===== config.mk =====
export PLATFORM = sky130hd
export DESIGN_NAME = rv_regfile
export DESIGN_NICKNAME = d
export VERILOG_FILES = /design/src/design/rv_pkg.sv /design/src/design/rv_regfile.sv
export SDC_FILE = /design/constraint.sdc
export NUM_CORES = 1
export LEC_CHECK = 0
export BUFFER_PORTS_ARGS = -buffer_cell sky130_fd_sc_hd__buf_2
export CAP_MARGIN = 20
export CORE_MARGIN = 10
export CORE_UTILIZATION = 50
export DETAILED_ROUTE_END_ITERATION = 7
export GPL_TIMING_DRIVEN = 0
export HOLD_SLACK_MARGIN = 0.12
export PLACE_DENSITY_LB_ADDON = 0.3
export SLEW_MARGIN = 10
export SYNTH_ARGS = -nofsm -noshare
export SYNTH_HDL_FRONTEND = slang
export SYNTH_SLANG_ARGS = --single-unit

===== constraint.sdc =====
create_clock -name clk -period 3 [get_ports clk]
set_input_delay 0.6 -clock clk [delete_from_list [all_inputs] [get_ports clk]]
set_output_delay 0.6 -clock clk [all_outputs]
set_load 0.01 [all_outputs]

===== src/design/rv_pkg.sv =====
package rv_pkg;

    localparam int XLEN       = 32;
    localparam int REG_ADDR_W = 5;
    localparam int DMEM_WORDS = 256;
    localparam int DMEM_AW    = $clog2(DMEM_WORDS);

    localparam logic [XLEN-1:0] UART_TX_ADDR = 32'h0000_f000;  // above dmem range

    localparam logic [6:0] OPC_LUI    = 7'b0110111;
    localparam logic [6:0] OPC_JAL    = 7'b1101111;
    localparam logic [6:0] OPC_JALR   = 7'b1100111;
    localparam logic [6:0] OPC_BRANCH = 7'b1100011;
    localparam logic [6:0] OPC_LOAD   = 7'b0000011;
    localparam logic [6:0] OPC_STORE  = 7'b0100011;
    localparam logic [6:0] OPC_OP_IMM = 7'b0010011;
    localparam logic [6:0] OPC_OP     = 7'b0110011;

    typedef logic [XLEN-1:0]       word_t;
    typedef logic [REG_ADDR_W-1:0] reg_idx_t;

    typedef struct packed {
        logic [6:0] funct7;
        reg_idx_t   rs2;
        reg_idx_t   rs1;
        logic [2:0] funct3;
        reg_idx_t   rd;
        logic [6:0] opcode;
    } r_fmt_t;

    typedef struct packed {
        logic [11:0] imm_11_0;
        reg_idx_t    rs1;
        logic [2:0]  funct3;
        reg_idx_t    rd;
        logic [6:0]  opcode;
    } i_fmt_t;

    typedef struct packed {
        logic [6:0] imm_11_5;
        reg_idx_t   rs2;
        reg_idx_t   rs1;
        logic [2:0] funct3;
        logic [4:0] imm_4_0;
        logic [6:0] opcode;
    } s_fmt_t;

    typedef struct packed {
        logic       imm_12;
        logic [5:0] imm_10_5;
        reg_idx_t   rs2;
        reg_idx_t   rs1;
        logic [2:0] funct3;
        logic [3:0] imm_4_1;
        logic       imm_11;
        logic [6:0] opcode;
    } b_fmt_t;

    typedef struct packed {
        logic [19:0] imm_31_12;
        reg_idx_t    rd;
        logic [6:0]  opcode;
    } u_fmt_t;

    typedef struct packed {
        logic       imm_20;
        logic [9:0] imm_10_1;
        logic       imm_11;
        logic [7:0] imm_19_12;
        reg_idx_t   rd;
        logic [6:0] opcode;
    } j_fmt_t;

    typedef union packed {
        r_fmt_t r;
        i_fmt_t i;
        s_fmt_t s;
        b_fmt_t b;
        u_fmt_t u;
        j_fmt_t j;
    } inst_u;

    typedef enum logic [4:0] {
        OP_ADD, OP_SUB, OP_SLL, OP_SLT, OP_SLTU, OP_XOR, OP_SRL, OP_SRA,
        OP_OR, OP_AND, OP_LUI, OP_BEQ, OP_BNE, OP_BLT, OP_BGE, OP_BLTU,
        OP_BGEU, OP_JAL, OP_JALR, OP_LW, OP_SW, OP_SB, OP_NOP
    } alu_op_e;

    typedef enum logic [1:0] {
        FWD_PIPE = 2'd0,
        FWD_WB   = 2'd1
    } fwd_sel_e;

    typedef struct packed {
        word_t    pc;
        word_t    pc_plus;
        reg_idx_t rs1;
        reg_idx_t rs2;
        reg_idx_t rd;
        word_t    operand_a;
        word_t    operand_b;
        word_t    imm;
        alu_op_e  op;
        logic     use_imm;
        logic     wb_en;
    } de_ex_t;

    typedef struct packed {
        reg_idx_t        rd;
        word_t           result;
        logic            wb_en;
        logic            is_load;
        logic            is_store;
        logic [3:0]      byte_en;
        logic [XLEN-3:0] mem_addr;  // word index
        word_t           store_data;
        logic            uart_en;
    } ex_mem_t;

    typedef struct packed {
        reg_idx_t rd;
        word_t    data;
        logic     wb_en;
    } wb_t;

endpackage


===== src/design/rv_regfile.sv =====
`timescale 1ns/1ps

module rv_regfile (
    input  logic             clk,
    input  rv_pkg::reg_idx_t i_raddr1,
    input  rv_pkg::reg_idx_t i_raddr2,
    output rv_pkg::word_t    o_rdata1,
    output rv_pkg::word_t    o_rdata2,
    input  rv_pkg::wb_t      i_wb
);
    import rv_pkg::*;

    word_t regs [1:31];  // x0 is not stored

    // write-through is the decode-stage bypass
    function automatic word_t read_port(input reg_idx_t idx);
        word_t data;
        if (idx == '0) begin
            data = '0;
        end else if (i_wb.wb_en && (i_wb.rd == idx)) begin
            data = i_wb.data;
        end else begin
            data = regs[idx];
        end
        return data;
    endfunction

    always_comb begin
        o_rdata1 = read_port(i_raddr1);
        o_rdata2 = read_port(i_raddr2);
    end

    always_ff @(posedge clk) begin
        if (i_wb.wb_en && (i_wb.rd != '0)) begin
            regs[i_wb.rd] <= i_wb.data;
        end
    end

endmodule


==> impl_metrics.csv <==
group,metric,value,unit
synthesis,synthMuxAreaShare,22.49,%
clock_tree,clockBufferDepth,3,
placed_design,place_area,0.05028,sq mm
synthesis,synth_top_family_by_area,"multiplexers",
min_path,hp-class,"primary input to flop",
synthesis,seq_area_frac_synth,63.11,%
synthesis,synthDominantCellAreaShare,63.11,%
synthesis,synth.net_count,2808,
sta,finalSetupViolations,61,
synthesis,synthCells,2759,
sta,max_freq,288.0,MHz
global_route,antenna_found_initial,3,
sta,slew_headroom,21.08,%
synthesis,synth_fa_ha_area_share,0,%
finish,layout-drive-gt1-share,42.54,%
critical_path,worstPathArrival,2.87,ns
pwr,p_sw_share,25.55,%
clock_tree,hold_buffers,0,
sta,rsz0062_at_grt,"true",
synthesis,ys_seq_elements,992,
sta,fin_ws,-0.4718,ns
finish,fillers,6376,
finish,stdcell_count,4428,
min_path,holdCritStartpoint,"i_wb[32]",
critical_path,crit_path_end_kind,"primary output",
pwr,power.internal,24.71,mW
pwr,power.switching,8.481,mW
synthesis,syn_area_per_cell,17.11,sq um
synthesis,synthArstFlopShare,0,%
synthesis,synthSimpleGateAreaFrac,2.998,%
sta,tightestPinTransition,1.180,ns
sta,slew_violations,0,
pwr,clockPowerShare,40.1,%
synthesis,synth_compound_area_share,8.485,%
finish,fin_area,0.05905,sq mm
min_path,hold_depth,1,
sta,hold_viol_final,0,
finish,multi_input_area,0.01870,sq mm
min_path,hold-path-endpoint,"regs[30][31]$_DFFE_PP_",
synthesis,synth_ff_type,"edfxtp_1",
clock_tree,cts_tree,"built",
finish,area.growth.synth_to_final,25.11,%
placed_design,place_congestion,1.039,
global_route,gr-usage-all-layers,33.07,%
floorplanning,io_pins,113,
synthesis,synth.distinct_cells,51,
finish,biggestRegsByFlops,"regs x992",
pwr,power,33.19,mW
floorplanning,num_rows,112,
placed_design,numPlacedInstances,4147,
clock_tree,cts-root-buf,"clkbuf_16",
detailed_routing,first_iter_violations,5847,
pwr,peakVddDrop,582.7,uV
finish,seq_area,0.02979,sq mm
finish,regMostFlops,"regs",
floorplanning,die_area,0.1071,sq mm
clock_tree,htree_levels,3,
synthesis,ys_warn_count,0,
critical_path,worstSetupPathType,"primary input to primary output",
critical_path,crit_fanout,10,
status,violations,"negative setup slack",
detailed_routing,drc,0,
pwr,pwr-share-comb,13.2,%
pwr,cellPowerDensity,562.1,mW/mm^2
detailed_routing,num_vias,32764,
synthesis,synth_xor_xnor_area_share,0.1856,%
global_route,grt_max_degree,34,
floorplanning,start_util,50.50,%
finish,largest_reg_flops,992,
synthesis,synth_top_area_cell,"edfxtp_1",
global_route,grt_pass1_vias,31746,
clock_tree,numCtsBuffers,103,
floorplanning,die_w,327.2,microns
detailed_routing,final_antenna_net_count,0,
critical_path,required,2.40,ns
sta,fin_crit_sh,115.7,%
clock_tree,clock-sinks,992,
pwr,p_leak,19.60,nW
floorplanning,die_h,327.2,microns
placed_design,port_buffers,99,
synthesis,yosys-top-cells-area,"edfxtp_1 63%, mux4_2 14%, mux2i_1 5.8%",
sta,min_period,3.472,ns
pwr,p_seq_share,46.7,%
detailed_routing,drt_pass1_iterations,6,
synthesis,netlist_area,0.04720,sq mm
placed_design,place_hpwl,124200,microns
status,status,"finished with violations",
detailed_routing,routedWlPerCell,41.59,microns
finish,finalNetCount,3136,
synthesis,synth_edf_count,992,
detailed_routing,drt-total-wl,184200,microns
critical_path,critPathLaunchType,"primary input",
global_route,grt_overflow_total,0,
floorplanning,core_area,0.09347,sq mm
global_route,grt_pass1_wl,249400,microns
clock_tree,clkTransAtPathRegs,0.06,ns
detailed_routing,vias_per_cell,7.399,
job,max_cap_viol_count,0,
placed_design,dp_slack,-1.590,ns
-- layer usage --
| layer | part of all wire [%] | vias to the layer above | GRT usage, % |
|---|---|---|---|
| li1 | - | 12359 | - |
| met1 | 34 | 16753 | 42.56 |
| met2 | 44 | 2973 | 49.16 |
| met3 | 15 | 675 | 11.82 |
| met4 | 6.6 | 4 | 16.92 |
| met5 | 0.068 | - | 0.7692 |
-- metrics by stage --
stage	utilization (%)	setup TNS [ns]	hold WS (ns)
4_1_cts	61.97	-10.94	0.4138
5_1_grt	63.17	-14.55	0.4688
6_report	63.18	-15.09	0.4490
3_5_place_dp	53.79	-249.80	1.147
3_3_place_gp	52.72	-1901.26	1.119
2_1_floorplan	-	-44.98	0.6989
-- cells in the mapped netlist (24+ instances only) --
cell type    n
a2111o_1    31
a211oi_1    58
a21oi_1     61
a22oi_1     31
a32o_1      31
buf_2       95
clkbuf_1    98
edfxtp_1   992
mux2_2      79
mux2i_1    272
mux4_2     303
nand2_1    154
nor2_1      73
nor2b_1     30
o2111ai_1   37
o21ai_0     31
o22ai_1     77
o41ai_1     24
-- power groups by stage --
stage	Sequential [mW]	Clock, mW	Combinational [mW]
after CTS	15.5	13.2	4.00
after detailed placement	15.8	0	3.29
final	15.5	13.3	4.39
after floorplan	15.8	0	1.77
after global placement	15.8	0	3.20
after global routing	15.5	13.8	4.42
-- cells by family (layout without fill, tap and decap cells) --
kind of cell / count (synthesis) / count (layout)
flip-flops: 992 / 992
multiplexers: 666 / 666
AND/OR/NAND/NOR: 320 / 320
XOR/XNOR: 10 / 10
other: 0 / 3
AO/OA/AOI/OAI: 527 / 527
buffers and inverters: 244 / 656
-- cell type report --
class                           instances  area share, %
Antenna cell                            3        0.01271
Buffer                                238          4.894
Clock buffer                          116          4.447
Clock inverter                         73          1.396
Inverter                                3        0.03602
Multi-Input combinational cell       1523          31.67
Sequential cell                       992          50.45
Tap cell                             1254          2.657
Timing Repair Buffer                  226          4.445
-- worst max-delay path by stage --
stage | from | to | slack, ns | cells past startpoint
after CTS | i_raddr1[0] | o_rdata1[8] | -0.32 | 9
after global routing | i_raddr1[0] | o_rdata1[3] | -0.42 | 11
after floorplan | i_wb[0] | regs[28][0]$_DFFE_PP_ | -0.20 | 4
after detailed placement | i_raddr1[4] | o_rdata1[17] | -1.59 | 8
after global placement | i_wb[0] | regs[20][27]$_DFFE_PP_ | -2.51 | 4
final | i_raddr1[4] | o_rdata1[3] | -0.47 | 7
-- critical path, cell delays in order --
cell and delay [ns]:
buf_4 0.18, buf_2 0.31, clkbuf_4 0.41, clkbuf_2 0.39, o211ai_1 0.38, a32o_2 0.43, buf_6 0.13
-- what timing repair did --
action,in CTS,in global routing
cloned,5,3
endpoints found under the setup margin,64,64
gates resized for setup,814,200
pin swaps,115,114
setup buffers,59,26
-- placed cells by master (no fill, tap or decap), types with 28 or more instances in the layout --
cell / netlist / layout
a21oi_1: 61 / 38
mux2_4: 12 / 28
nor2_1: 73 / 34
edfxtp_1: 992 / 992
buf_6: 20 / 75
mux4_2: 303 / 303
nand2_1: 154 / 121
buf_16: 0 / 33
buf_12: 1 / 77
a32o_2: 0 / 30
clkbuf_4: 0 / 29
a211oi_1: 58 / 35
clkbuf_16: 0 / 108
buf_4: 17 / 77
buf_2: 95 / 82
o22ai_1: 77 / 49
mux2i_1: 272 / 245
nor2_4: 0 / 36
mux2_2: 79 / 63
a2111o_1: 31 / 31
nor2b_1: 30 / 29
nand2_2: 0 / 30
Note: power is estimated with default switching activity, not from simulation.
