File: config.mk
export PLATFORM = sky130hd
export DESIGN_NAME = rv_execute
export DESIGN_NICKNAME = d
export VERILOG_FILES = /design/src/design/rv_pkg.sv /design/src/design/rv_execute.sv
export SDC_FILE = /design/constraint.sdc
export NUM_CORES = 1
export LEC_CHECK = 0
export ABC_AREA = 1
export BUFFER_PORTS_ARGS = -buffer_cell sky130_fd_sc_hd__clkbuf_2
export CAP_MARGIN = 20
export CORE_MARGIN = 5
export CORE_UTILIZATION = 50
export DETAILED_ROUTE_END_ITERATION = 10
export PLACE_DENSITY = 0.85
export SYNTH_ARGS = -nofsm -noshare
export SYNTH_HDL_FRONTEND = slang
export SYNTH_SLANG_ARGS = --single-unit
File: constraint.sdc
create_clock -name vclk -period 11.85
set_input_delay 2.37 -clock vclk [all_inputs]
set_output_delay 2.37 -clock vclk [all_outputs]
set_load 0.01 [all_outputs]
File: src/design/rv_pkg.sv
package rv_pkg;

    localparam int XLEN       = 32;
    localparam int REG_ADDR_W = 5;
    localparam int DMEM_WORDS = 256;
    localparam int DMEM_AW    = $clog2(DMEM_WORDS);

    localparam logic [XLEN-1:0] UART_TX_ADDR = 32'h0000_f000;  // above dmem range

    localparam logic [6:0] OPC_LUI    = 7'b0110111;
    localparam logic [6:0] OPC_JAL    = 7'b1101111;
    localparam logic [6:0] OPC_JALR   = 7'b1100111;
    localparam logic [6:0] OPC_BRANCH = 7'b1100011;
    localparam logic [6:0] OPC_LOAD   = 7'b0000011;
    localparam logic [6:0] OPC_STORE  = 7'b0100011;
    localparam logic [6:0] OPC_OP_IMM = 7'b0010011;
    localparam logic [6:0] OPC_OP     = 7'b0110011;

    typedef logic [XLEN-1:0]       word_t;
    typedef logic [REG_ADDR_W-1:0] reg_idx_t;

    typedef struct packed {
        logic [6:0] funct7;
        reg_idx_t   rs2;
        reg_idx_t   rs1;
        logic [2:0] funct3;
        reg_idx_t   rd;
        logic [6:0] opcode;
    } r_fmt_t;

    typedef struct packed {
        logic [11:0] imm_11_0;
        reg_idx_t    rs1;
        logic [2:0]  funct3;
        reg_idx_t    rd;
        logic [6:0]  opcode;
    } i_fmt_t;

    typedef struct packed {
        logic [6:0] imm_11_5;
        reg_idx_t   rs2;
        reg_idx_t   rs1;
        logic [2:0] funct3;
        logic [4:0] imm_4_0;
        logic [6:0] opcode;
    } s_fmt_t;

    typedef struct packed {
        logic       imm_12;
        logic [5:0] imm_10_5;
        reg_idx_t   rs2;
        reg_idx_t   rs1;
        logic [2:0] funct3;
        logic [3:0] imm_4_1;
        logic       imm_11;
        logic [6:0] opcode;
    } b_fmt_t;

    typedef struct packed {
        logic [19:0] imm_31_12;
        reg_idx_t    rd;
        logic [6:0]  opcode;
    } u_fmt_t;

    typedef struct packed {
        logic       imm_20;
        logic [9:0] imm_10_1;
        logic       imm_11;
        logic [7:0] imm_19_12;
        reg_idx_t   rd;
        logic [6:0] opcode;
    } j_fmt_t;

    typedef union packed {
        r_fmt_t r;
        i_fmt_t i;
        s_fmt_t s;
        b_fmt_t b;
        u_fmt_t u;
        j_fmt_t j;
    } inst_u;

    typedef enum logic [4:0] {
        OP_ADD, OP_SUB, OP_SLL, OP_SLT, OP_SLTU, OP_XOR, OP_SRL, OP_SRA,
        OP_OR, OP_AND, OP_LUI, OP_BEQ, OP_BNE, OP_BLT, OP_BGE, OP_BLTU,
        OP_BGEU, OP_JAL, OP_JALR, OP_LW, OP_SW, OP_SB, OP_NOP
    } alu_op_e;

    typedef enum logic [1:0] {
        FWD_PIPE = 2'd0,
        FWD_WB   = 2'd1
    } fwd_sel_e;

    typedef struct packed {
        word_t    pc;
        word_t    pc_plus;
        reg_idx_t rs1;
        reg_idx_t rs2;
        reg_idx_t rd;
        word_t    operand_a;
        word_t    operand_b;
        word_t    imm;
        alu_op_e  op;
        logic     use_imm;
        logic     wb_en;
    } de_ex_t;

    typedef struct packed {
        reg_idx_t        rd;
        word_t           result;
        logic            wb_en;
        logic            is_load;
        logic            is_store;
        logic [3:0]      byte_en;
        logic [XLEN-3:0] mem_addr;  // word index
        word_t           store_data;
        logic            uart_en;
    } ex_mem_t;

    typedef struct packed {
        reg_idx_t rd;
        word_t    data;
        logic     wb_en;
    } wb_t;

endpackage

File: src/design/rv_execute.sv
`timescale 1ns/1ps

module rv_execute (
    input  rv_pkg::de_ex_t   i_de_ex,
    input  logic             i_valid,
    input  rv_pkg::fwd_sel_e i_fwd_a,
    input  rv_pkg::fwd_sel_e i_fwd_b,
    input  rv_pkg::wb_t      i_wb,
    output rv_pkg::ex_mem_t  o_ex_mem,
    output logic             o_take,
    output rv_pkg::word_t    o_target
);
    import rv_pkg::*;

    word_t src_a;
    word_t src_b;
    word_t alu_b;
    word_t addr;
    word_t result;
    logic  cond;
    logic  is_sb;
    logic  uart_hit;

    assign src_a = (i_fwd_a == FWD_WB) ? i_wb.data : i_de_ex.operand_a;
    assign src_b = (i_fwd_b == FWD_WB) ? i_wb.data : i_de_ex.operand_b;
    assign alu_b = i_de_ex.use_imm ? i_de_ex.imm : src_b;
    assign addr  = src_a + i_de_ex.imm;  // lw/sw/sb address and jalr target

    always_comb begin
        result = '0;
        cond   = 1'b0;
        case (i_de_ex.op)
            OP_ADD:  result = src_a + alu_b;
            OP_SUB:  result = src_a - alu_b;
            OP_SLL:  result = src_a << alu_b[4:0];
            OP_SLT:  result = word_t'($signed(src_a) < $signed(alu_b));
            OP_SLTU: result = word_t'(src_a < alu_b);
            OP_XOR:  result = src_a ^ alu_b;
            OP_SRL:  result = src_a >> alu_b[4:0];
            OP_SRA:  result = $signed(src_a) >>> alu_b[4:0];
            OP_OR:   result = src_a | alu_b;
            OP_AND:  result = src_a & alu_b;
            OP_LUI:  result = i_de_ex.imm;
            OP_BEQ:  cond   = (src_a == src_b);
            OP_BNE:  cond   = (src_a != src_b);
            OP_BLT:  cond   = ($signed(src_a) < $signed(src_b));
            OP_BGE:  cond   = ($signed(src_a) >= $signed(src_b));
            OP_BLTU: cond   = (src_a < src_b);
            OP_BGEU: cond   = (src_a >= src_b);
            OP_JAL, OP_JALR: begin
                result = i_de_ex.pc_plus;  // link
                cond   = 1'b1;
            end
            OP_LW, OP_SW, OP_SB: result = addr;
            default: result = '0;
        endcase
    end

    assign o_take   = i_valid & cond;
    assign o_target = (i_de_ex.op == OP_JALR) ? {addr[XLEN-1:1], 1'b0}
                                              : i_de_ex.pc + i_de_ex.imm;

    assign is_sb    = (i_de_ex.op == OP_SB);
    assign uart_hit = is_sb & (addr == UART_TX_ADDR);

    always_comb begin
        o_ex_mem            = '0;
        o_ex_mem.rd         = i_de_ex.rd;
        o_ex_mem.result     = result;
        o_ex_mem.wb_en      = i_valid & i_de_ex.wb_en;
        o_ex_mem.is_load    = i_valid & (i_de_ex.op == OP_LW);
        o_ex_mem.mem_addr   = addr[XLEN-1:2];
        o_ex_mem.byte_en    = is_sb ? (4'b0001 << addr[1:0]) : 4'b1111;
        o_ex_mem.store_data = is_sb ? (word_t'(src_b[7:0]) << {addr[1:0], 3'b000}) : src_b;
        o_ex_mem.uart_en    = i_valid & uart_hit;
        o_ex_mem.is_store   = i_valid & ((i_de_ex.op == OP_SW) | (is_sb & ~uart_hit));
    end

endmodule

==> results_tabular.tex <==
\begin{tabular}{lr}
\hline
Metric & Value \\
\hline
\multicolumn{2}{l}{\textbf{Cells and area}} \\
Synthesis-to-layout area growth & 11.1\% \\
Final sequential cell count & 0 \\
Count of non-filler cells in the finished layout & 3984 \\
Fill cells & 3681 \\
Register Area & 0 um2 \\
CLK BUF & 0 \\
Layout cell share with drive strength beyond 1 & 11.9\% \\
Nets & 3960 \\
\multicolumn{2}{l}{\textbf{Synthesis}} \\
Post-synth net total & 3726 \\
Cell count after synthesis & 3308 \\
Mean post-synth cell area & 5.03 um2 \\
Sequential cell area fraction in the yosys report & 0\% \\
Synthesized cell area & 16600 um2 \\
Total number of yosys warnings & 0 \\
Distinct cell type count after synthesis & 53 \\
\multicolumn{2}{l}{\textbf{Critical path}} \\
Critical-path cell list & clkbuf\_2 > inv\_1 > nand2\_2 > buf\_4 > o21a\_1 > inv\_1 > ha\_1 > nand2\_1 > inv\_1 > a21oi\_1 > nor2\_1 > nor2\_1 > nand2\_1 > nand2\_1 > nand2\_1 > nand2\_1 > nand2\_1 > a221oi\_1 > nand3\_1 > clkbuf\_2 \\
Largest incremental delay on the critical path & 1010 ps \\
Max stage delay cell, worst path & sky130\_fd\_sc\_hd\_\_a221oi\_1 \\
Nature of the critical path startpoint & input port \\
Critical Setup Path Class & input port to primary output \\
Data arrival time of the critical path & 7240 ps \\
Nature of the critical path endpoint & primary output \\
Library cell appearing most often on the critical path & sky130\_fd\_sc\_hd\_\_nand2\_1 \\
Max FO, Critical Path & 45 \\
Critical path required time & 9480 ps \\
\multicolumn{2}{l}{\textbf{Place}} \\
Number of buffers added on ports & 339 \\
Post-detailed-placement half-perimeter wirelength & 83600 um \\
Worst slack at placement & 2620 ps \\
Placer's final routability congestion estimate & 1.20 \\
Placed cell count & 3982 \\
\multicolumn{2}{l}{\textbf{STA}} \\
Number of failing setup endpoints in the final timing report & 0 \\
Unrepaired setup endpoints after global routing & no \\
Fin. max-slew vios & 0 \\
Shortest period the worst path allows & 9610 ps \\
Worst path setup slack after routing & 2240 ps \\
Fin. Hold Viols & 0 \\
Setup Total Neg Slack & 0 ps \\
Fin crit share & 81.1\% \\
Fmax & 0.104 GHz \\
Worst slew margin relative to its limit & 18.5\% \\
Transition time at the pin with the least slew margin & 1210 ps \\
\multicolumn{2}{l}{\textbf{Global route}} \\
First-pass GRT wire length & 140000 um \\
Largest net degree at the start of global routing & 76 \\
Total gr overflow & 0 \\
Vias in the first global route & 22000 \\
Number of antenna violations at the first check in global routing & 4 \\
Overall routing resource usage & 50.4\% \\
\multicolumn{2}{l}{\textbf{Clock network}} \\
Setup repair bufs after CTS & 0 \\
\# hold bufs at CTS & 0 \\
Post\_cts resized & 0 \\
\multicolumn{2}{l}{\textbf{Run status}} \\
Status & completed \\
\multicolumn{2}{l}{\textbf{Die}} \\
Number of top-level pins & 365 \\
Overall die width & 192 um \\
Die Y & 192 um \\
Initial standard-cell utilization of the core & 50.9\% \\
Area of the die & 37000 um2 \\
Core Footprint & 32700 um2 \\
Number of core rows & 66 \\
\multicolumn{2}{l}{\textbf{Detailed routing}} \\
Final WL & 99100 um \\
Antenna viol nets, final & 0 \\
First-pass detailed-route iteration total & 8 \\
Via count & 25200 \\
DRC errors left & 0 \\
Count of routing violations after the opening detailed-route iteration & 3885 \\
Average via count per standard cell & 6.33 \\
Drt wl/cell & 24.9 um \\
\multicolumn{2}{l}{\textbf{Min path}} \\
Number of cells traversed by the worst hold path & 0 \\
Class of the tightest hold or removal check & input port to primary output \\
\multicolumn{2}{l}{\textbf{Flow run}} \\
Maximum Capacitance Violations & 0 \\
\multicolumn{2}{l}{\textbf{Pwr}} \\
Leakage power summed over all cells & 10.2 nW \\
VDD IR-drop max & 0.0000578 V \\
Power density of the placed cells & 74.6 nW/um2 \\
\hline
\end{tabular}
==> layout make-up <==
class	instances	area (um2)	share of cell area (%)
well taps	442	553	2.99
diodes	2	5.00	0.0271
repair buffers	367	1910	10.3
inverters	452	1700	9.18
multi-input cells	2721	14300	77.5
==> cells in the final DEF, fill, tap and decap left out, drive strengths merged <==
| cell | n |
|---|---|
| a211oi | 13 |
| nor2 | 286 |
| clkbuf | 339 |
| a21o | 9 |
| o22ai | 38 |
| o2111ai | 9 |
| and2 | 6 |
| nand3 | 330 |
| a32oi | 1 |
| diode | 2 |
| a22o | 3 |
| a221oi | 16 |
| nor3 | 37 |
| a32o | 3 |
| nand2 | 1001 |
| nor4 | 16 |
| o211a | 1 |
| a21oi | 234 |
| a31oi | 7 |
| ha | 189 |
| a21boi | 6 |
| o21bai | 15 |
| or2 | 23 |
| and3 | 2 |
| xor2 | 16 |
| o31ai | 4 |
| xnor2 | 6 |
| o221ai | 4 |
| inv | 452 |
| o21a | 38 |
| nand4 | 48 |
| o21ai | 315 |
| buf | 28 |
| fa | 4 |
| nand3b | 9 |
| o211ai | 31 |
| nor3b | 1 |
==> final timing paths <==
path,startpoint,to,slack (ps)
max,i_fwd_a[1],o_ex_mem[93],2240
min,i_de_ex[105],o_ex_mem[104],4740
==> cells in the mapped netlist, drive strengths merged (23+ instances only) <==
library cell | number | area (um2)
inv | 452 | 1700
nand3 | 330 | 1660
or2 | 23 | 144
ha | 189 | 2360
o211ai | 31 | 243
o21a | 38 | 285
o22ai | 38 | 238
a21oi | 234 | 1170
buf | 74 | 415
nor2 | 286 | 1100
nor3 | 37 | 185
nand2 | 1001 | 3780
nand4 | 48 | 300
clkbuf | 61 | 230
o21ai | 315 | 1610
==> layer usage <==
layer / wire, um / up-vias / GRT usage [%]
met3: 15200 / 422 / 15.2
met2: 38500 / 2080 / 70.9
met4: 9720 / 2 / 36.8
met5: 11 / - / 0
met1: 35600 / 11300 / 64.6
li1: - / 11400 / -
==> report_power, final <==
| group | leakage, nW | switching [mW] | total, mW | internal, mW |
|---|---|---|---|---|
| Combinational | 10.2 | 0.992 | 1.38 | 0.388 |
| Sequential | 0 | 0 | 0 | 0 |
| Clock | 0.0000137 | 0 | 0.0000000136 | 0.0000000136 |
==> cells by family after synthesis <==
logic type / Yosys count / synth area share (%)
xor gates and xnor gates: 22 / 1.16
buffers and inverters: 587 / 14.1
AOI/OAI and AO/OA: 747 / 25.7
and+or+nand+nor: 1759 / 44.4
adders and majority gates: 193 / 14.7
==> stage by stage <==
stage | hold WS (ps) | utilization [%] | power [mW] | instance area (um2)
2_1_floorplan | 4830 | - | 0.818 | 16600
3_3_place_gp | 4740 | 56.5 | 1.30 | 18500
3_5_place_dp | 4740 | 56.5 | 1.30 | 18500
4_1_cts | 4740 | 56.5 | 1.30 | 18500
5_1_grt | 4740 | 56.5 | 1.46 | 18500
6_report | 4740 | 56.5 | 1.38 | 18500
==> worst max-delay path, delay by kind of cell <==
kind / cells / cell delay, ps
simple gates: 10 / 1440
buf+inv: 6 / 1120
compound gates: 3 / 1840
fa+ha+maj: 1 / 440
(Power assumes the default switching activity.)
