### config.mk
export PLATFORM = sky130hd
export DESIGN_NAME = rv_hazard_control
export DESIGN_NICKNAME = d
export VERILOG_FILES = /design/src/design/rv_pkg.sv /design/src/design/rv_hazard_control.sv
export SDC_FILE = /design/constraint.sdc
export NUM_CORES = 1
export LEC_CHECK = 0
export ABC_AREA = 1
export BUFFER_PORTS_ARGS = -buffer_cell sky130_fd_sc_hd__buf_2
export CAP_MARGIN = 20
export CORE_AREA = 5 5 42 44
export DETAILED_ROUTE_END_ITERATION = 10
export DIE_AREA = 0 0 47 49
export GPL_ROUTABILITY_DRIVEN = 0
export PLACE_DENSITY = 0.64
export SKIP_CTS_REPAIR_TIMING = 1
export SLEW_MARGIN = 25
export SYNTH_ARGS = -nofsm -noshare
export SYNTH_HDL_FRONTEND = slang
export SYNTH_SLANG_ARGS = --single-unit
### constraint.sdc
create_clock -name clk -period 0.8 [get_ports clk]
set_clock_uncertainty 0.05 [all_clocks]
set_input_delay 0.08 -clock clk [delete_from_list [all_inputs] [get_ports clk]]
set_output_delay 0.08 -clock clk [all_outputs]
set_load 0.03 [all_outputs]
### src/design/rv_pkg.sv
package rv_pkg;

    localparam int XLEN       = 32;
    localparam int REG_ADDR_W = 5;
    localparam int DMEM_WORDS = 256;
    localparam int DMEM_AW    = $clog2(DMEM_WORDS);

    localparam logic [XLEN-1:0] UART_TX_ADDR = 32'h0000_f000;  // above dmem range

    localparam logic [6:0] OPC_LUI    = 7'b0110111;
    localparam logic [6:0] OPC_JAL    = 7'b1101111;
    localparam logic [6:0] OPC_JALR   = 7'b1100111;
    localparam logic [6:0] OPC_BRANCH = 7'b1100011;
    localparam logic [6:0] OPC_LOAD   = 7'b0000011;
    localparam logic [6:0] OPC_STORE  = 7'b0100011;
    localparam logic [6:0] OPC_OP_IMM = 7'b0010011;
    localparam logic [6:0] OPC_OP     = 7'b0110011;

    typedef logic [XLEN-1:0]       word_t;
    typedef logic [REG_ADDR_W-1:0] reg_idx_t;

    typedef struct packed {
        logic [6:0] funct7;
        reg_idx_t   rs2;
        reg_idx_t   rs1;
        logic [2:0] funct3;
        reg_idx_t   rd;
        logic [6:0] opcode;
    } r_fmt_t;

    typedef struct packed {
        logic [11:0] imm_11_0;
        reg_idx_t    rs1;
        logic [2:0]  funct3;
        reg_idx_t    rd;
        logic [6:0]  opcode;
    } i_fmt_t;

    typedef struct packed {
        logic [6:0] imm_11_5;
        reg_idx_t   rs2;
        reg_idx_t   rs1;
        logic [2:0] funct3;
        logic [4:0] imm_4_0;
        logic [6:0] opcode;
    } s_fmt_t;

    typedef struct packed {
        logic       imm_12;
        logic [5:0] imm_10_5;
        reg_idx_t   rs2;
        reg_idx_t   rs1;
        logic [2:0] funct3;
        logic [3:0] imm_4_1;
        logic       imm_11;
        logic [6:0] opcode;
    } b_fmt_t;

    typedef struct packed {
        logic [19:0] imm_31_12;
        reg_idx_t    rd;
        logic [6:0]  opcode;
    } u_fmt_t;

    typedef struct packed {
        logic       imm_20;
        logic [9:0] imm_10_1;
        logic       imm_11;
        logic [7:0] imm_19_12;
        reg_idx_t   rd;
        logic [6:0] opcode;
    } j_fmt_t;

    typedef union packed {
        r_fmt_t r;
        i_fmt_t i;
        s_fmt_t s;
        b_fmt_t b;
        u_fmt_t u;
        j_fmt_t j;
    } inst_u;

    typedef enum logic [4:0] {
        OP_ADD, OP_SUB, OP_SLL, OP_SLT, OP_SLTU, OP_XOR, OP_SRL, OP_SRA,
        OP_OR, OP_AND, OP_LUI, OP_BEQ, OP_BNE, OP_BLT, OP_BGE, OP_BLTU,
        OP_BGEU, OP_JAL, OP_JALR, OP_LW, OP_SW, OP_SB, OP_NOP
    } alu_op_e;

    typedef enum logic [1:0] {
        FWD_PIPE = 2'd0,
        FWD_WB   = 2'd1
    } fwd_sel_e;

    typedef struct packed {
        word_t    pc;
        word_t    pc_plus;
        reg_idx_t rs1;
        reg_idx_t rs2;
        reg_idx_t rd;
        word_t    operand_a;
        word_t    operand_b;
        word_t    imm;
        alu_op_e  op;
        logic     use_imm;
        logic     wb_en;
    } de_ex_t;

    typedef struct packed {
        reg_idx_t        rd;
        word_t           result;
        logic            wb_en;
        logic            is_load;
        logic            is_store;
        logic [3:0]      byte_en;
        logic [XLEN-3:0] mem_addr;  // word index
        word_t           store_data;
        logic            uart_en;
    } ex_mem_t;

    typedef struct packed {
        reg_idx_t rd;
        word_t    data;
        logic     wb_en;
    } wb_t;

endpackage

### src/design/rv_hazard_control.sv
`timescale 1ns/1ps

module rv_hazard_control (
    input  logic             clk,
    input  logic             reset,
    input  logic             i_take,
    input  rv_pkg::reg_idx_t i_rs1,
    input  rv_pkg::reg_idx_t i_rs2,
    input  rv_pkg::wb_t      i_wb,
    output logic             o_flush,
    output rv_pkg::fwd_sel_e o_fwd_a,
    output rv_pkg::fwd_sel_e o_fwd_b
);
    import rv_pkg::*;

    function automatic fwd_sel_e pick_src(input reg_idx_t src, input wb_t wb);
        fwd_sel_e sel;
        sel = FWD_PIPE;
        if (wb.wb_en && (wb.rd != '0) && (wb.rd == src)) begin
            sel = FWD_WB;
        end
        return sel;
    endfunction

    assign o_fwd_a = pick_src(i_rs1, i_wb);
    assign o_fwd_b = pick_src(i_rs2, i_wb);

    // kills the two younger slots one cycle after take
    always_ff @(posedge clk) begin
        if (reset) begin
            o_flush <= 1'b0;
        end else begin
            o_flush <= i_take;
        end
    end

endmodule

==> impl_metrics.env, run 1 <==
export IMPL_slowest_delay_ps=130
export IMPL_slowest_stage="buf_6"
export IMPL_layout_setup_ws_ps=-76.1
export IMPL_startpoint_type="primary input"
export IMPL_yosysMostFrequentCell="nand2_1"
export IMPL_avgSynthCellArea_sq_um=4.46
export IMPL_ys_flop_type="dfxtp_1"
export IMPL_layout_nets=129
export IMPL_synthCells=55
export IMPL_cp_startpoint="i_wb[34]"
export IMPL_grt_use_met1=0.0739
export IMPL_setup_tns_ps=-131
export IMPL_criticalPathCategory="primary input to primary output"
export IMPL_crit_path_end_kind="primary output"
export IMPL_max_freq_mhz=1140
export IMPL_drtIter0Drc=6
export IMPL_slew_violations=0
export IMPL_grt_max_degree=5
export IMPL_ys_types=10
export IMPL_fin_crit_ps=876
export IMPL_hpwl_um=612
export IMPL_setup_worst_path_end="o_fwd_a[0]"
export IMPL_grt_use_met3=0.0148
export IMPL_grt_pass1_wl_um=993
export IMPL_netlist_top_cells_area="nand2_1 38%, inv_1 18%, nor2_1 12%, dfxtp_1 8.2%, xnor2_1 7.1%"
export IMPL_crit_chain="buf_8 -> nand2_1 -> nand2_1 -> nor2_2 -> nand3_1 -> nor2_2 -> buf_6"
export IMPL_ys_warnings_count=0
export IMPL_path_clk_slew_ps=0
export IMPL_grt_total_usage=0.0519
export IMPL_powerDensity_mw_per_mm2=574
export IMPL_ir_drop_mv=0.156
export IMPL_use_met2=0.0814
export IMPL_yosysTopAreaCellShare=0.383
export IMPL_cp_arrival_ps=750
export IMPL_max_cap_viol_count=0
export IMPL_finalInstanceArea_sq_um=474
export IMPL_grt_pass1_vias=286
export IMPL_drcViolationCount=0
export IMPL_gr_total_overflow=0
export IMPL_final_antenna_net_count=0
export IMPL_grt_busiest_layer="met2"
export IMPL_core_area_sq_mm=0.00140
export IMPL_cp_data_required_time_ps=670
export IMPL_die_width_um=47
export IMPL_drtPass1Iterations=2
export IMPL_violations="setup timing"
export IMPL_p_leak_nw=0.288
export IMPL_routed_wl_um=704
export IMPL_vias=337
export IMPL_port_buffers=21
export IMPL_rows=14
export IMPL_largest_registers="o_flush: 1 flops"
export IMPL_start_util=0.175
export IMPL_final_util=0.338
export IMPL_synth_edf_count=0
export IMPL_finalSetupViolCount=2
export IMPL_min_from="reset"
export IMPL_regMostFlops="o_flush"
export IMPL_ys_seq_area_frac=0.0816
export IMPL_yosys_area_top_type="nand2_1"
export IMPL_drive_above_1_share=0.500
export IMPL_vias_per_cell=3.66
export IMPL_finalCritPeriodShare=1.10
export IMPL_path_max_fanout=3
export IMPL_outcome="finished with violations"
export IMPL_finalHoldViolations=0
export IMPL_antenna_found_initial=0
export IMPL_dieArea_sq_mm=0.00230
export IMPL_routedWlPerCell_um=7.65
export IMPL_ys_ff_latch=1
export IMPL_yosys_top_cells_count="25 x nand2_1, 12 x inv_1, 8 x nor2_1"
export IMPL_die_h_um=49
export IMPL_diodes=0
export IMPL_syn_area_sq_um=245
export IMPL_hp_class="primary input to flop"
export IMPL_syn2layout_area_growth_pct=93.4
export IMPL_place_area_sq_um=364
export IMPL_largest_reg_flops=1
export IMPL_rsz0062_at_grt="true"
export IMPL_synthArstFlopShare=0
export IMPL_timing_hold_ws_ps=190
export IMPL_io_pins=56
area by class of cell:
type,instances,area (sq um)
Tap cell,16,20.0
Multi-Input combinational cell,40,188
Inverter,13,53.8
Sequential cell,1,20.0
Timing Repair Buffer,22,193
Fill cell,169,927
layer usage:
| metal | up-vias | part of all wire |
|---|---|---|
| met5 | - | 0 |
| met4 | 0 | 0 |
| met3 | 0 | 0.17 |
| met2 | 15 | 0.49 |
| met1 | 128 | 0.33 |
| li1 | 194 | - |
how the worst min path moves through the flow:
stage,to,slack [ps],cells past startpoint
after floorplan,o_flush,100,1
after global placement,o_flush,190,2
after detailed placement,o_flush,190,2
after CTS,o_flush,190,2
after global routing,o_flush,210,2
final,o_flush,190,2
critical path, delay by kind of cell:
kind | cells | cell delay [ps]
AND/OR/NAND/NOR | 5 | 430
buffers and inverters | 2 | 230
kinds of logic after synthesis:
kind of cell | after synthesis | synth area share
xor gates and xnor gates | 2 | 0.0714
buffers and inverters | 15 | 0.260
DFF | 1 | 0.0816
other | 1 | 0.0153
and+or+nand+nor | 36 | 0.571
layout by cell type, fill, tap and decap left out, drive strengths merged:
| master | n |
|---|---|
| conb | 2 |
| buf | 22 |
| nand2 | 25 |
| nor2 | 8 |
| nand3 | 2 |
| xnor2 | 2 |
| dfxtp | 1 |
| nand4 | 1 |
| inv | 13 |
power by group:
part | internal (mW) | switching (mW) | total, mW
clock network | 0 | 0 | 0
registers | 0.0536 | 0.000470 | 0.0540
logic | 0.113 | 0.105 | 0.218
through the flow:
step	total power [mW]	instances	worst slack, ps
finish	0.272	92	-76.1
floorplan	0.153	56	19.6
CTS	0.215	91	-134
global placement	0.211	91	-125
detailed placement	0.214	91	-132
global route	0.296	92	-140
Note: power is estimated with default switching activity, not from simulation.
==> run 2: changes to the inputs <==
Settings changed: PLACE_DENSITY 0.64 to 0.65, SKIP_CTS_REPAIR_TIMING 1 to not set.
==> impl_metrics.env, run 2 (synthesis results as in run 1) <==
export IMPL_outcome="finished with violations"
export IMPL_violations="setup timing"
export IMPL_rsz0062_at_grt="true"
export IMPL_gr_total_overflow=0
export IMPL_slew_violations=0
export IMPL_setup_tns_ps=-115
export IMPL_drive_above_1_share=0.474
export IMPL_largest_registers="o_flush: 1 flops"
export IMPL_drtIter0Drc=2
export IMPL_regMostFlops="o_flush"
export IMPL_antenna_found_initial=0
export IMPL_layout_nets=129
export IMPL_core_area_sq_mm=0.00140
export IMPL_powerDensity_mw_per_mm2=573
export IMPL_max_cap_viol_count=0
export IMPL_path_max_fanout=3
export IMPL_mostFrequentLayoutCell="nand2_1"
export IMPL_finalSetupViolCount=2
export IMPL_place_area_sq_um=364
export IMPL_layout_setup_ws_ps=-62.9
export IMPL_crit_path_end_kind="primary output"
export IMPL_final_util=0.332
export IMPL_routed_wl_um=719
export IMPL_die_h_um=49
export IMPL_grt_pass1_vias=335
export IMPL_ir_drop_mv=0.157
export IMPL_dieArea_sq_mm=0.00230
export IMPL_timing_hold_ws_ps=188
export IMPL_cts_hold_buf=0
export IMPL_path_clk_slew_ps=0
export IMPL_startpoint_type="primary input"
export IMPL_p_leak_nw=0.288
export IMPL_largest_reg_flops=1
export IMPL_io_pins=56
export IMPL_grt_pass1_wl_um=1170
export IMPL_routedWlPerCell_um=7.82
export IMPL_min_from="reset"
export IMPL_hpwl_um=650
export IMPL_cp_data_required_time_ps=670
export IMPL_hp_class="primary input to flop"
export IMPL_final_antenna_net_count=0
export IMPL_final_cell_mix="20 x nand2_1, 10 x buf_2, 9 x buf_6"
export IMPL_criticalPathCategory="primary input to primary output"
export IMPL_drtPass1Iterations=2
export IMPL_nFillCells=169
export IMPL_rows=14
export IMPL_port_buffers=21
export IMPL_hold_path_endpoint="o_flush"
export IMPL_final_cells=92
export IMPL_die_width_um=47
export IMPL_max_freq_mhz=1160
export IMPL_finalHoldViolations=0
export IMPL_finalInstanceArea_sq_um=465
export IMPL_finalCritPeriodShare=1.08
export IMPL_grt_total_usage=0.0604
export IMPL_dp_cells=91
export IMPL_start_util=0.175
export IMPL_whs_path_depth=2
export IMPL_fin_crit_ps=863
export IMPL_cp_arrival_ps=730
export IMPL_syn2layout_area_growth_pct=89.8
export IMPL_vias_per_cell=3.96
export IMPL_diodes=0
export IMPL_grt_max_degree=5
export IMPL_vias=364
export IMPL_drcViolationCount=0
[run 2: cell counts in the layout (fill, tap and decap cells not counted)]
No cell type changed its count.
[run 2: power by group]
part           internal (mW)  leakage, nW  switching [mW]  total [mW]
clock network              0            0               0           0
registers             0.0536      0.00834        0.000468      0.0540
logic                  0.110        0.280           0.103       0.213
[run 2: metal layers]
| layer | vias to the layer above | track usage | wire length, um |
|---|---|---|---|
| met1 | 158 | 0.0739 | 224 |
| met5 | - | 0 | 0 |
| met3 | 0 | 0.00738 | 99 |
| met4 | 0 | 0 | 0 |
| met2 | 13 | 0.113 | 396 |
| li1 | 193 | - | - |
[run 2: how the worst max path moves through the flow]
| stage | start | end | slack, ps | cells past startpoint |
|---|---|---|---|---|
| final | i_wb[33] | o_fwd_a[0] | -60 | 8 |
| after CTS | i_wb[34] | o_fwd_a[0] | -90 | 8 |
| after global placement | i_wb[33] | o_fwd_a[0] | -130 | 8 |
| after global routing | i_wb[33] | o_fwd_b[0] | -160 | 8 |
| after detailed placement | i_wb[33] | o_fwd_a[0] | -140 | 8 |
| after floorplan | i_wb[36] | o_fwd_b[0] | 20 | 6 |
[run 2: what timing repair did]
action | CTS | global route
pin swaps | 10 | 10
buffers inserted | 1 | 0
gates resized for setup | 19 | 10
setup endpoints to repair | 2 | 2
[run 2: area by class of cell]
type | instances | area, sq um | share of cell area
inverters | 13 | 53.8 | 0.116
multi-input cells | 40 | 183 | 0.392
flip-flops and latches | 1 | 20.0 | 0.0430
well taps | 16 | 20.0 | 0.0430
repair buffers | 22 | 189 | 0.406
[run 2: per-stage QoR]
stage,power [mW],worst slack [ps]
after floorplan,0.153,19.6
after CTS,0.252,-85.1
after detailed placement,0.216,-144
final,0.267,-62.9
after global placement,0.212,-130
after global routing,0.293,-156
[run 2: worst max-delay path, cell delays in order]
cell	delay (ps)
buf_8	80
inv_4	30
nand2_1	50
nand2_1	50
nor2_1	100
nand3_1	90
nor2_2	100
buf_6	140
