## config.mk

```make
export PLATFORM = sky130hd
export DESIGN_NAME = rv_fetch
export DESIGN_NICKNAME = d
export VERILOG_FILES = /design/src/design/rv_pkg.sv /design/src/design/rv_fetch.sv
export SDC_FILE = /design/constraint.sdc
export NUM_CORES = 1
export LEC_CHECK = 0
export BUFFER_PORTS_ARGS = -buffer_cell sky130_fd_sc_hd__buf_4
export CORE_MARGIN = 2
export CORE_UTILIZATION = 42
export CTS_CLUSTER_DIAMETER = 100
export DETAILED_ROUTE_END_ITERATION = 6
export PLACE_DENSITY = 0.8
export SYNTH_ARGS = -nofsm -noshare
export SYNTH_HDL_FRONTEND = slang
export SYNTH_SLANG_ARGS = --single-unit
```

## constraint.sdc

```tcl
create_clock -name clk -period 1.73 [get_ports clk]
set_input_delay 0.173 -clock clk [delete_from_list [all_inputs] [get_ports clk]]
set_output_delay 0.173 -clock clk [all_outputs]
set_load 0.01 [all_outputs]
```

## src/design/rv_pkg.sv

```systemverilog
package rv_pkg;

    localparam int XLEN       = 32;
    localparam int REG_ADDR_W = 5;
    localparam int DMEM_WORDS = 256;
    localparam int DMEM_AW    = $clog2(DMEM_WORDS);

    localparam logic [XLEN-1:0] UART_TX_ADDR = 32'h0000_f000;  // above dmem range

    localparam logic [6:0] OPC_LUI    = 7'b0110111;
    localparam logic [6:0] OPC_JAL    = 7'b1101111;
    localparam logic [6:0] OPC_JALR   = 7'b1100111;
    localparam logic [6:0] OPC_BRANCH = 7'b1100011;
    localparam logic [6:0] OPC_LOAD   = 7'b0000011;
    localparam logic [6:0] OPC_STORE  = 7'b0100011;
    localparam logic [6:0] OPC_OP_IMM = 7'b0010011;
    localparam logic [6:0] OPC_OP     = 7'b0110011;

    typedef logic [XLEN-1:0]       word_t;
    typedef logic [REG_ADDR_W-1:0] reg_idx_t;

    typedef struct packed {
        logic [6:0] funct7;
        reg_idx_t   rs2;
        reg_idx_t   rs1;
        logic [2:0] funct3;
        reg_idx_t   rd;
        logic [6:0] opcode;
    } r_fmt_t;

    typedef struct packed {
        logic [11:0] imm_11_0;
        reg_idx_t    rs1;
        logic [2:0]  funct3;
        reg_idx_t    rd;
        logic [6:0]  opcode;
    } i_fmt_t;

    typedef struct packed {
        logic [6:0] imm_11_5;
        reg_idx_t   rs2;
        reg_idx_t   rs1;
        logic [2:0] funct3;
        logic [4:0] imm_4_0;
        logic [6:0] opcode;
    } s_fmt_t;

    typedef struct packed {
        logic       imm_12;
        logic [5:0] imm_10_5;
        reg_idx_t   rs2;
        reg_idx_t   rs1;
        logic [2:0] funct3;
        logic [3:0] imm_4_1;
        logic       imm_11;
        logic [6:0] opcode;
    } b_fmt_t;

    typedef struct packed {
        logic [19:0] imm_31_12;
        reg_idx_t    rd;
        logic [6:0]  opcode;
    } u_fmt_t;

    typedef struct packed {
        logic       imm_20;
        logic [9:0] imm_10_1;
        logic       imm_11;
        logic [7:0] imm_19_12;
        reg_idx_t   rd;
        logic [6:0] opcode;
    } j_fmt_t;

    typedef union packed {
        r_fmt_t r;
        i_fmt_t i;
        s_fmt_t s;
        b_fmt_t b;
        u_fmt_t u;
        j_fmt_t j;
    } inst_u;

    typedef enum logic [4:0] {
        OP_ADD, OP_SUB, OP_SLL, OP_SLT, OP_SLTU, OP_XOR, OP_SRL, OP_SRA,
        OP_OR, OP_AND, OP_LUI, OP_BEQ, OP_BNE, OP_BLT, OP_BGE, OP_BLTU,
        OP_BGEU, OP_JAL, OP_JALR, OP_LW, OP_SW, OP_SB, OP_NOP
    } alu_op_e;

    typedef enum logic [1:0] {
        FWD_PIPE = 2'd0,
        FWD_WB   = 2'd1
    } fwd_sel_e;

    typedef struct packed {
        word_t    pc;
        word_t    pc_plus;
        reg_idx_t rs1;
        reg_idx_t rs2;
        reg_idx_t rd;
        word_t    operand_a;
        word_t    operand_b;
        word_t    imm;
        alu_op_e  op;
        logic     use_imm;
        logic     wb_en;
    } de_ex_t;

    typedef struct packed {
        reg_idx_t        rd;
        word_t           result;
        logic            wb_en;
        logic            is_load;
        logic            is_store;
        logic [3:0]      byte_en;
        logic [XLEN-3:0] mem_addr;  // word index
        word_t           store_data;
        logic            uart_en;
    } ex_mem_t;

    typedef struct packed {
        reg_idx_t rd;
        word_t    data;
        logic     wb_en;
    } wb_t;

endpackage

```

## src/design/rv_fetch.sv

```systemverilog
`timescale 1ns/1ps

module rv_fetch (
    input  logic          clk,
    input  logic          reset,
    input  logic          i_flush,
    input  logic          i_take,
    input  rv_pkg::word_t i_target,
    output rv_pkg::word_t o_imem_addr,
    output rv_pkg::word_t o_pc_de,
    output logic          o_valid_de
);
    import rv_pkg::*;

    word_t pc;
    word_t pc_de;
    logic  valid_q;

    always_ff @(posedge clk) begin
        if (reset) begin
            pc      <= '0;
            valid_q <= 1'b0;
        end else begin
            pc      <= i_take ? i_target : pc + word_t'(4);
            valid_q <= 1'b1;  // first word returns a cycle after reset
        end
    end

    // pc of the word coming back from imem
    always_ff @(posedge clk) begin
        pc_de <= pc;
    end

    assign o_imem_addr = pc;
    assign o_pc_de     = pc_de;
    assign o_valid_de  = valid_q & ~i_flush;  // wrong-path word

endmodule

```

==> results by group, run 1 <==
Run status
  – Status: complete, no violations

Synthesis
  – Sequential cell area fraction in the yosys report: 0.557
  – Main combinational cell family by area after synthesis: simple AND/OR/NAND/NOR gates
  – Cell variety after synth: 32
  – Number of flops mapped to enable cells by yosys: 0
  – Average cell area after synthesis: 10.3 sq um
  – Async S/R FF share, synth: 0
  – Post-synthesis compound-gate area fraction: 0.0868
  – Cell taking the most area after synthesis: dfxtp_1
  – Yosys warnings: 0
  – Flop and latch count out of synthesis: 65
  – Top FF cell, synth: dfxtp_1
  – Post-synth top area share: 0.557
  – Syn_nets: 263
  – Post-Synth XOR/XNOR Area: 0.105
  – Ranking of synthesized cells by area: dfxtp_1, xor2_1, xnor2_1
  – Post-synthesis simple-gate area fraction: 0.197
  – Netlist Area Pre-Place: 2330 sq um
  – Post-synthesis adder-cell area fraction: 0.00536
  – Cells after synthesis: 226
  – Mux contribution to synthesized area: 0.0257

Setup path
  – CP Capture Type: flop
  – CP Data Arrival Time: 1.92 ns
  – CP top delay family: simple AND/OR/NAND/NOR gates
  – Worst Path Max Fanout: 3
  – Slowest CP cell: or3_1
  – Worst Path Required: 1.97 ns
  – CP bufs+invs: 0
  – Crit start category: flop
  – CP peak stage delay: 0.40 ns
  – WS Path Type: flop to flop
  – CP Cell Sequence: ha_4 -> nand4_1 -> or3_1 -> nor3_1 -> xnor2_1 -> a211oi_1

STA
  – F_max: 595 MHz
  – Final number of hold-violating endpoints: 0
  – Rel. slew slack: 0.699
  – Min Tclk post-route: 1.68 ns
  – Fin Clk Skew: 0.00874 ns
  – Setup TNS: 0 ns
  – Crit share post-route: 0.971
  – Final setup vio count: 0
  – Measured slew at the worst slew-check pin: 0.452 ns
  – Max-slew violation count: 0
  – Final WS setup: 0.0500 ns
  – Unrepaired setup endpoints after global routing: true

Route
  – TritonRoute pass-1 iters: 4
  – Routed vias: 2,106
  – # DRC: 0
  – Overall routed net length: 6180 um
  – Vias/cell: 4.88
  – DR WL/cell: 14.3 um
  – DR iter-0 viols: 140
  – Routed Antenna Nets: 0

Die
  – Core ar.: 5440 sq um
  – I/O pins: 101
  – Initial Utilization: 0.429
  – Die Y: 78.6 um
  – Die span in x: 78.6 um
  – Die area: 6170 sq um
  – Row cnt: 27

Placement
  – Number of I/O port buffers: 100
  – Dpl cell area: 3370 sq um
  – Placer's final routability congestion estimate: 0.824
  – Hpwl dp: 4330 um
  – Post-Place Setup Slack: 0.0216 ns

CTS
  – CTS buffer count: 9
  – Number of clock sinks: 65
  – Clock Latency Late Sink: 0.33 ns
  – H-tree Lvls: 3
  – Root Buffer: clkbuf_8
  – CTS tree: yes
  – Max clock buf depth: 2
  – Reg clk slew, reported paths: 0.06 ns

Layout
  – Share of cells above drive strength 1: 0.447
  – Final instance area: 3590 sq um
  – Diode count: 0
  – Layout Utilization: 0.661
  – Layout Nets: 394
  – Most frequent cells in the layout: buf_4, dfxtp_1, nor2_1
  – Commonest non-fill, non-tap cell in the layout: buf_4
  – Area grow syn2layout: 54.0%
  – Fill cell count: 435

GRT
  – All-layer global routing usage: 0.208
  – Global route overflow: 0
  – Largest net degree at the start of global routing: 43
  – Via count of the first global-routing pass: 2,078
  – First-pass GRT wire length: 9890 um
  – Antenna violations before repair: 0

Power
  – Cell Pwr Density: 882 nW/um^2
  – Sequential share of power: 0.526
  – Switching pwr: 803 uW
  – Clock network power share: 0.321
  – Net switching fraction of the power: 0.253
  – Pwr Total: 3.17 mW
  – Leakage: 1.62 nW
  – Internal Power: 2.37 mW
  – Comb pwr share: 0.153
  – Max rail drop VDD: 491 uV

Worst hold path
  – Hold Path Class: input port to flop

Job
  – Max_cap viols: 0
metal layers:
| layer | GRT usage | wire length [um] |
|---|---|---|
| met3 | 0.0713 | 371 |
| met4 | 0.0982 | 135 |
| met5 | 0 | 0 |
| met2 | 0.346 | 3110 |
| met1 | 0.239 | 2570 |
path summary, 6_finish.rpt:
kind | start | end | slack [ns] | cells past startpoint
worst max-delay path | o_imem_addr[3] | o_imem_addr[24] | 0.05 | 6
worst min-delay path | i_target[31] | o_imem_addr[31] | 0.05 | 3
worst max register to register | o_imem_addr[3] | o_imem_addr[24] | 0.05 | 6
worst min register to register | o_imem_addr[1] | o_pc_de[1] | 0.37 | 0
cell usage after synthesis, types with 2 or more instances:
cell	n
nor2_1	27
nand3_1	10
o21ai_0	5
nor2b_1	2
clkbuf_1	8
nor4_4	2
o31ai_1	3
and3_1	3
mux2i_1	6
nand4_4	2
a211oi_1	11
nand2_1	16
xor2_1	16
xnor2_1	12
dfxtp_1	65
nor3_1	4
o21a_1	2
a21oi_1	9
inv_1	4
nand4_1	7
power groups by stage:
stage / Clock, mW / Sequential [mW] / Combinational (mW)
CTS: 1.05 / 1.66 / 0.485
floorplan: 0 / 1.76 / 0.121
global route: 1.11 / 1.68 / 0.524
finish: 1.02 / 1.67 / 0.484
global placement: 0 / 1.69 / 0.471
detailed placement: 0 / 1.69 / 0.481
final cells by class:
| class | count | area [sq um] | area share |
|---|---|---|---|
| clock inverter | 1 | 5.00 | 0.00139 |
| timing repair buffer | 129 | 976 | 0.271 |
| clock buffer | 13 | 139 | 0.0386 |
| multi-input combinational | 147 | 1050 | 0.293 |
| inverter | 5 | 18.8 | 0.00522 |
| sequential | 65 | 1310 | 0.365 |
| tap | 72 | 90.1 | 0.0251 |
stage by stage:
stage / hold WS [ns] / instances
2_1_floorplan: 0.281 / 226
3_3_place_gp: 0.356 / 417
3_5_place_dp: 0.362 / 417
4_1_cts: 0.0302 / 431
5_1_grt: 0.0392 / 432
6_report: 0.0460 / 432
logic make-up (layout without fill, tap and decap cells):
| kind of cell | Yosys count | count (layout) |
|---|---|---|
| flip-flops | 65 | 65 |
| XOR/XNOR | 28 | 28 |
| AND/OR/NAND/NOR | 81 | 81 |
| adder cells (fa/ha/maj) | 1 | 1 |
| AO/OA/AOI/OAI | 31 | 31 |
| multiplexers | 6 | 6 |
| buffers and inverters | 14 | 148 |
state kept, by name, indices dropped and copies added, names as in the netlist:
signal,flops
valid_q,1
o_imem_addr,32
o_pc_de,32
worst reg2reg max path, delay by kind of cell (launching register included):
kind                     cells  cell delay [ns]
XOR/XNOR                     1             0.09
flip-flops                   1             0.36
AO/OA/AOI/OAI                1             0.22
adder cells (fa/ha/maj)      1             0.14
AND/OR/NAND/NOR              3             0.78
repair_timing:
action	4_1_cts	5_1_grt
hold buffers	0	0
setup endpoints to repair	0	20
gates resized for setup	0	15
buffers inserted	0	1
No activity file was read; power rests on OpenSTA's default activity.
==> inputs of run 2 (changes only) <==
--- a/config.mk
+++ b/config.mk
@@ -7,10 +7,10 @@
 export LEC_CHECK = 0
 export BUFFER_PORTS_ARGS = -buffer_cell sky130_fd_sc_hd__buf_4
 export CORE_MARGIN = 2
-export CORE_UTILIZATION = 42
+export CORE_UTILIZATION = 45
 export CTS_CLUSTER_DIAMETER = 100
 export DETAILED_ROUTE_END_ITERATION = 6
-export PLACE_DENSITY = 0.8
+export PLACE_DENSITY = 0.81
 export SYNTH_ARGS = -nofsm -noshare
 export SYNTH_HDL_FRONTEND = slang
 export SYNTH_SLANG_ARGS = --single-unit
==> constraint.sdc (replaced) <==
create_clock -name clk -period 1.7 [get_ports clk]
set_input_delay 0.17 -clock clk [delete_from_list [all_inputs] [get_ports clk]]
set_output_delay 0.17 -clock clk [all_outputs]
set_load 0.01 [all_outputs]
==> run 2 against run 1 <==
- maximum frequency rose by 1.7%
- worst setup slack worse by 0.0025 ns
- clock power up 26%
- wire length is 1.7% lower
- clock skew decreased by 0.0023 ns
- count of clock-buffer cells in the layout fell by 1
- sequential cell count did not move
- utilization grew 7.0 points
- die area decreased by 6.3%
- largest power group unchanged
- combinational power grew 4.8%
- global-route usage rose by 1.0 points
- non-clock buffer count up 5
==> results by group, run 2 (synthesis results as in run 1) <==
Run status
  – Status: complete, no violations

Route
  – DR iter-0 viols: 77
  – Vias/cell: 4.81
  – DR WL/cell: 13.9 um
  – Routed vias: 2,097
  – TritonRoute pass-1 iters: 4
  – # DRC: 0
  – Overall routed net length: 6070 um
  – Routed Antenna Nets: 0

Setup path
  – WS Path Type: flop to flop
  – Worst Path Required: 1.95 ns
  – Reg2reg start: o_imem_addr[9]
  – Crit start category: flop
  – CP Capture Type: flop
  – R2R cell count: 5
  – Crit path from: o_imem_addr[9]
  – Capturing point of the worst reg2reg path: o_imem_addr[26]
  – Worst Path Max Fanout: 7
  – R2r setup slk: 0.05 ns
  – CP endpoint: o_imem_addr[26]
  – CP Data Arrival Time: 1.90 ns

STA
  – F_max: 605 MHz
  – Crit share post-route: 0.972
  – Final number of hold-violating endpoints: 0
  – Setup TNS: 0 ns
  – Rel. slew slack: 0.750
  – Unrepaired setup endpoints after global routing: true
  – Max-slew violation count: 0
  – Min Tclk post-route: 1.65 ns
  – Measured slew at the worst slew-check pin: 0.372 ns
  – Fin Clk Skew: 0.00646 ns
  – Final setup vio count: 0
  – Final WS setup: 0.0475 ns

Layout
  – Most frequent cells in the layout: buf_4, dfxtp_1, nor2_1
  – Fill cell count: 373
  – Area grow syn2layout: 57.9%
  – Non-filler cells, final: 436
  – Layout Nets: 399
  – Final instance area: 3690 sq um
  – Storage cell area: 1320 sq um
  – Footprint of the multi-input gates: 1050 sq um
  – Diode count: 0
  – Share of cells above drive strength 1: 0.475
  – Commonest non-fill, non-tap cell in the layout: buf_4

Die
  – Initial Utilization: 0.463
  – Die area: 5780 sq um
  – Die Y: 76.0 um
  – Core ar.: 5040 sq um
  – Die span in x: 76.0 um
  – Row cnt: 26
  – I/O pins: 101

GRT
  – Largest net degree at the start of global routing: 30
  – First-pass GRT wire length: 10,100 um
  – Global route overflow: 0
  – All-layer global routing usage: 0.218
  – Via count of the first global-routing pass: 2,128
  – Antenna violations before repair: 0

Power
  – Switching pwr: 835 uW
  – Net switching fraction of the power: 0.240
  – Clock network power share: 0.369
  – Cell Pwr Density: 946 nW/um^2
  – Sequential share of power: 0.485
  – Pwr Total: 3.49 mW
  – Max rail drop VDD: 664 uV
  – Internal Power: 2.65 mW
  – Comb pwr share: 0.145
  – Leakage: 1.70 nW

Placement
  – Hpwl dp: 4500 um
  – Dpl cells: 419
  – Number of I/O port buffers: 100
  – Dpl cell area: 3410 sq um
  – Placer's final routability congestion estimate: 0.751
  – Post-Place Setup Slack: -0.0376 ns

CTS
  – H-tree Lvls: 3
  – Number of clock sinks: 65
  – Clock Latency Late Sink: 0.34 ns
  – Root Buffer: clkbuf_8
  – CTS tree: yes
  – Max clock buf depth: 2
  – Reg clk slew, reported paths: 0.07 ns
  – # hold bufs at CTS: 0
  – CTS buffer count: 9

Worst hold path
  – Hold Path Class: input port to flop

Job
  – Max_cap viols: 0
==> run 2: cell count changes in the layout (fill, tap and decap cells not counted), sizes merged <==
cell and change:
buf +5, clkinv +1, clkbuf -1, bufinv +1
==> run 2: metrics by stage <==
step                      hold slack (ns)  utilization
after global placement              0.356        0.677
after detailed placement            0.363        0.677
final                              0.0326        0.731
after global routing               0.0285        0.731
after floorplan                     0.278            -
after CTS                          0.0179        0.719
==> run 2: critical path, stage by stage (launching register included) <==
cell and delay (ns):
dfxtp_1 0.39, nand3_4 0.17, or3_4 0.42, nor4_4 0.26
xnor2_1 0.11, a211oi_2 0.22
==> run 2: timing repair <==
item / CTS / global route
gates cloned: 0 / 0
gates resized for setup: 4 / 14
setup endpoints to repair: 4 / 17
buffers inserted: 0 / 2
pin swaps: 2 / 10
==> run 2: per-layer routing <==
| layer | up-vias | track usage | wire length, um |
|---|---|---|---|
| met5 | - | 0 | 0 |
| met3 | 12 | 0.0735 | 413 |
| met1 | 958 | 0.261 | 2550 |
| met4 | 0 | 0.0855 | 93 |
| li1 | 1051 | - | - |
| met2 | 76 | 0.365 | 3020 |
==> run 2: power by group through the flow <==
stage / registers, mW / logic [mW] / clock network [mW]
after floorplan: 1.79 / 0.123 / 0
after global placement: 1.72 / 0.494 / 0
after detailed placement: 1.72 / 0.505 / 0
after CTS: 1.69 / 0.509 / 1.31
after global routing: 1.70 / 0.548 / 1.37
final: 1.69 / 0.507 / 1.29
==> run 2: cell type report <==
cell class,instances,area share
Clock buffer,12,0.0421
Inverter,5,0.00509
Clock inverter,3,0.0109
Sequential cell,65,0.357
Timing Repair Buffer,134,0.276
Multi-Input combinational cell,147,0.285
Tap cell,70,0.0238
==> run 2: how the worst min path moves through the flow <==
stage,start,to,slack [ns],depth (start not counted)
global route,i_target[31],o_imem_addr[31],0.03,3
detailed placement,o_imem_addr[0],o_pc_de[0],0.36,0
floorplan,i_target[20],o_imem_addr[20],0.28,2
finish,i_target[30],o_imem_addr[30],0.03,3
CTS,i_target[30],o_imem_addr[30],0.02,3
global placement,o_imem_addr[0],o_pc_de[0],0.36,0
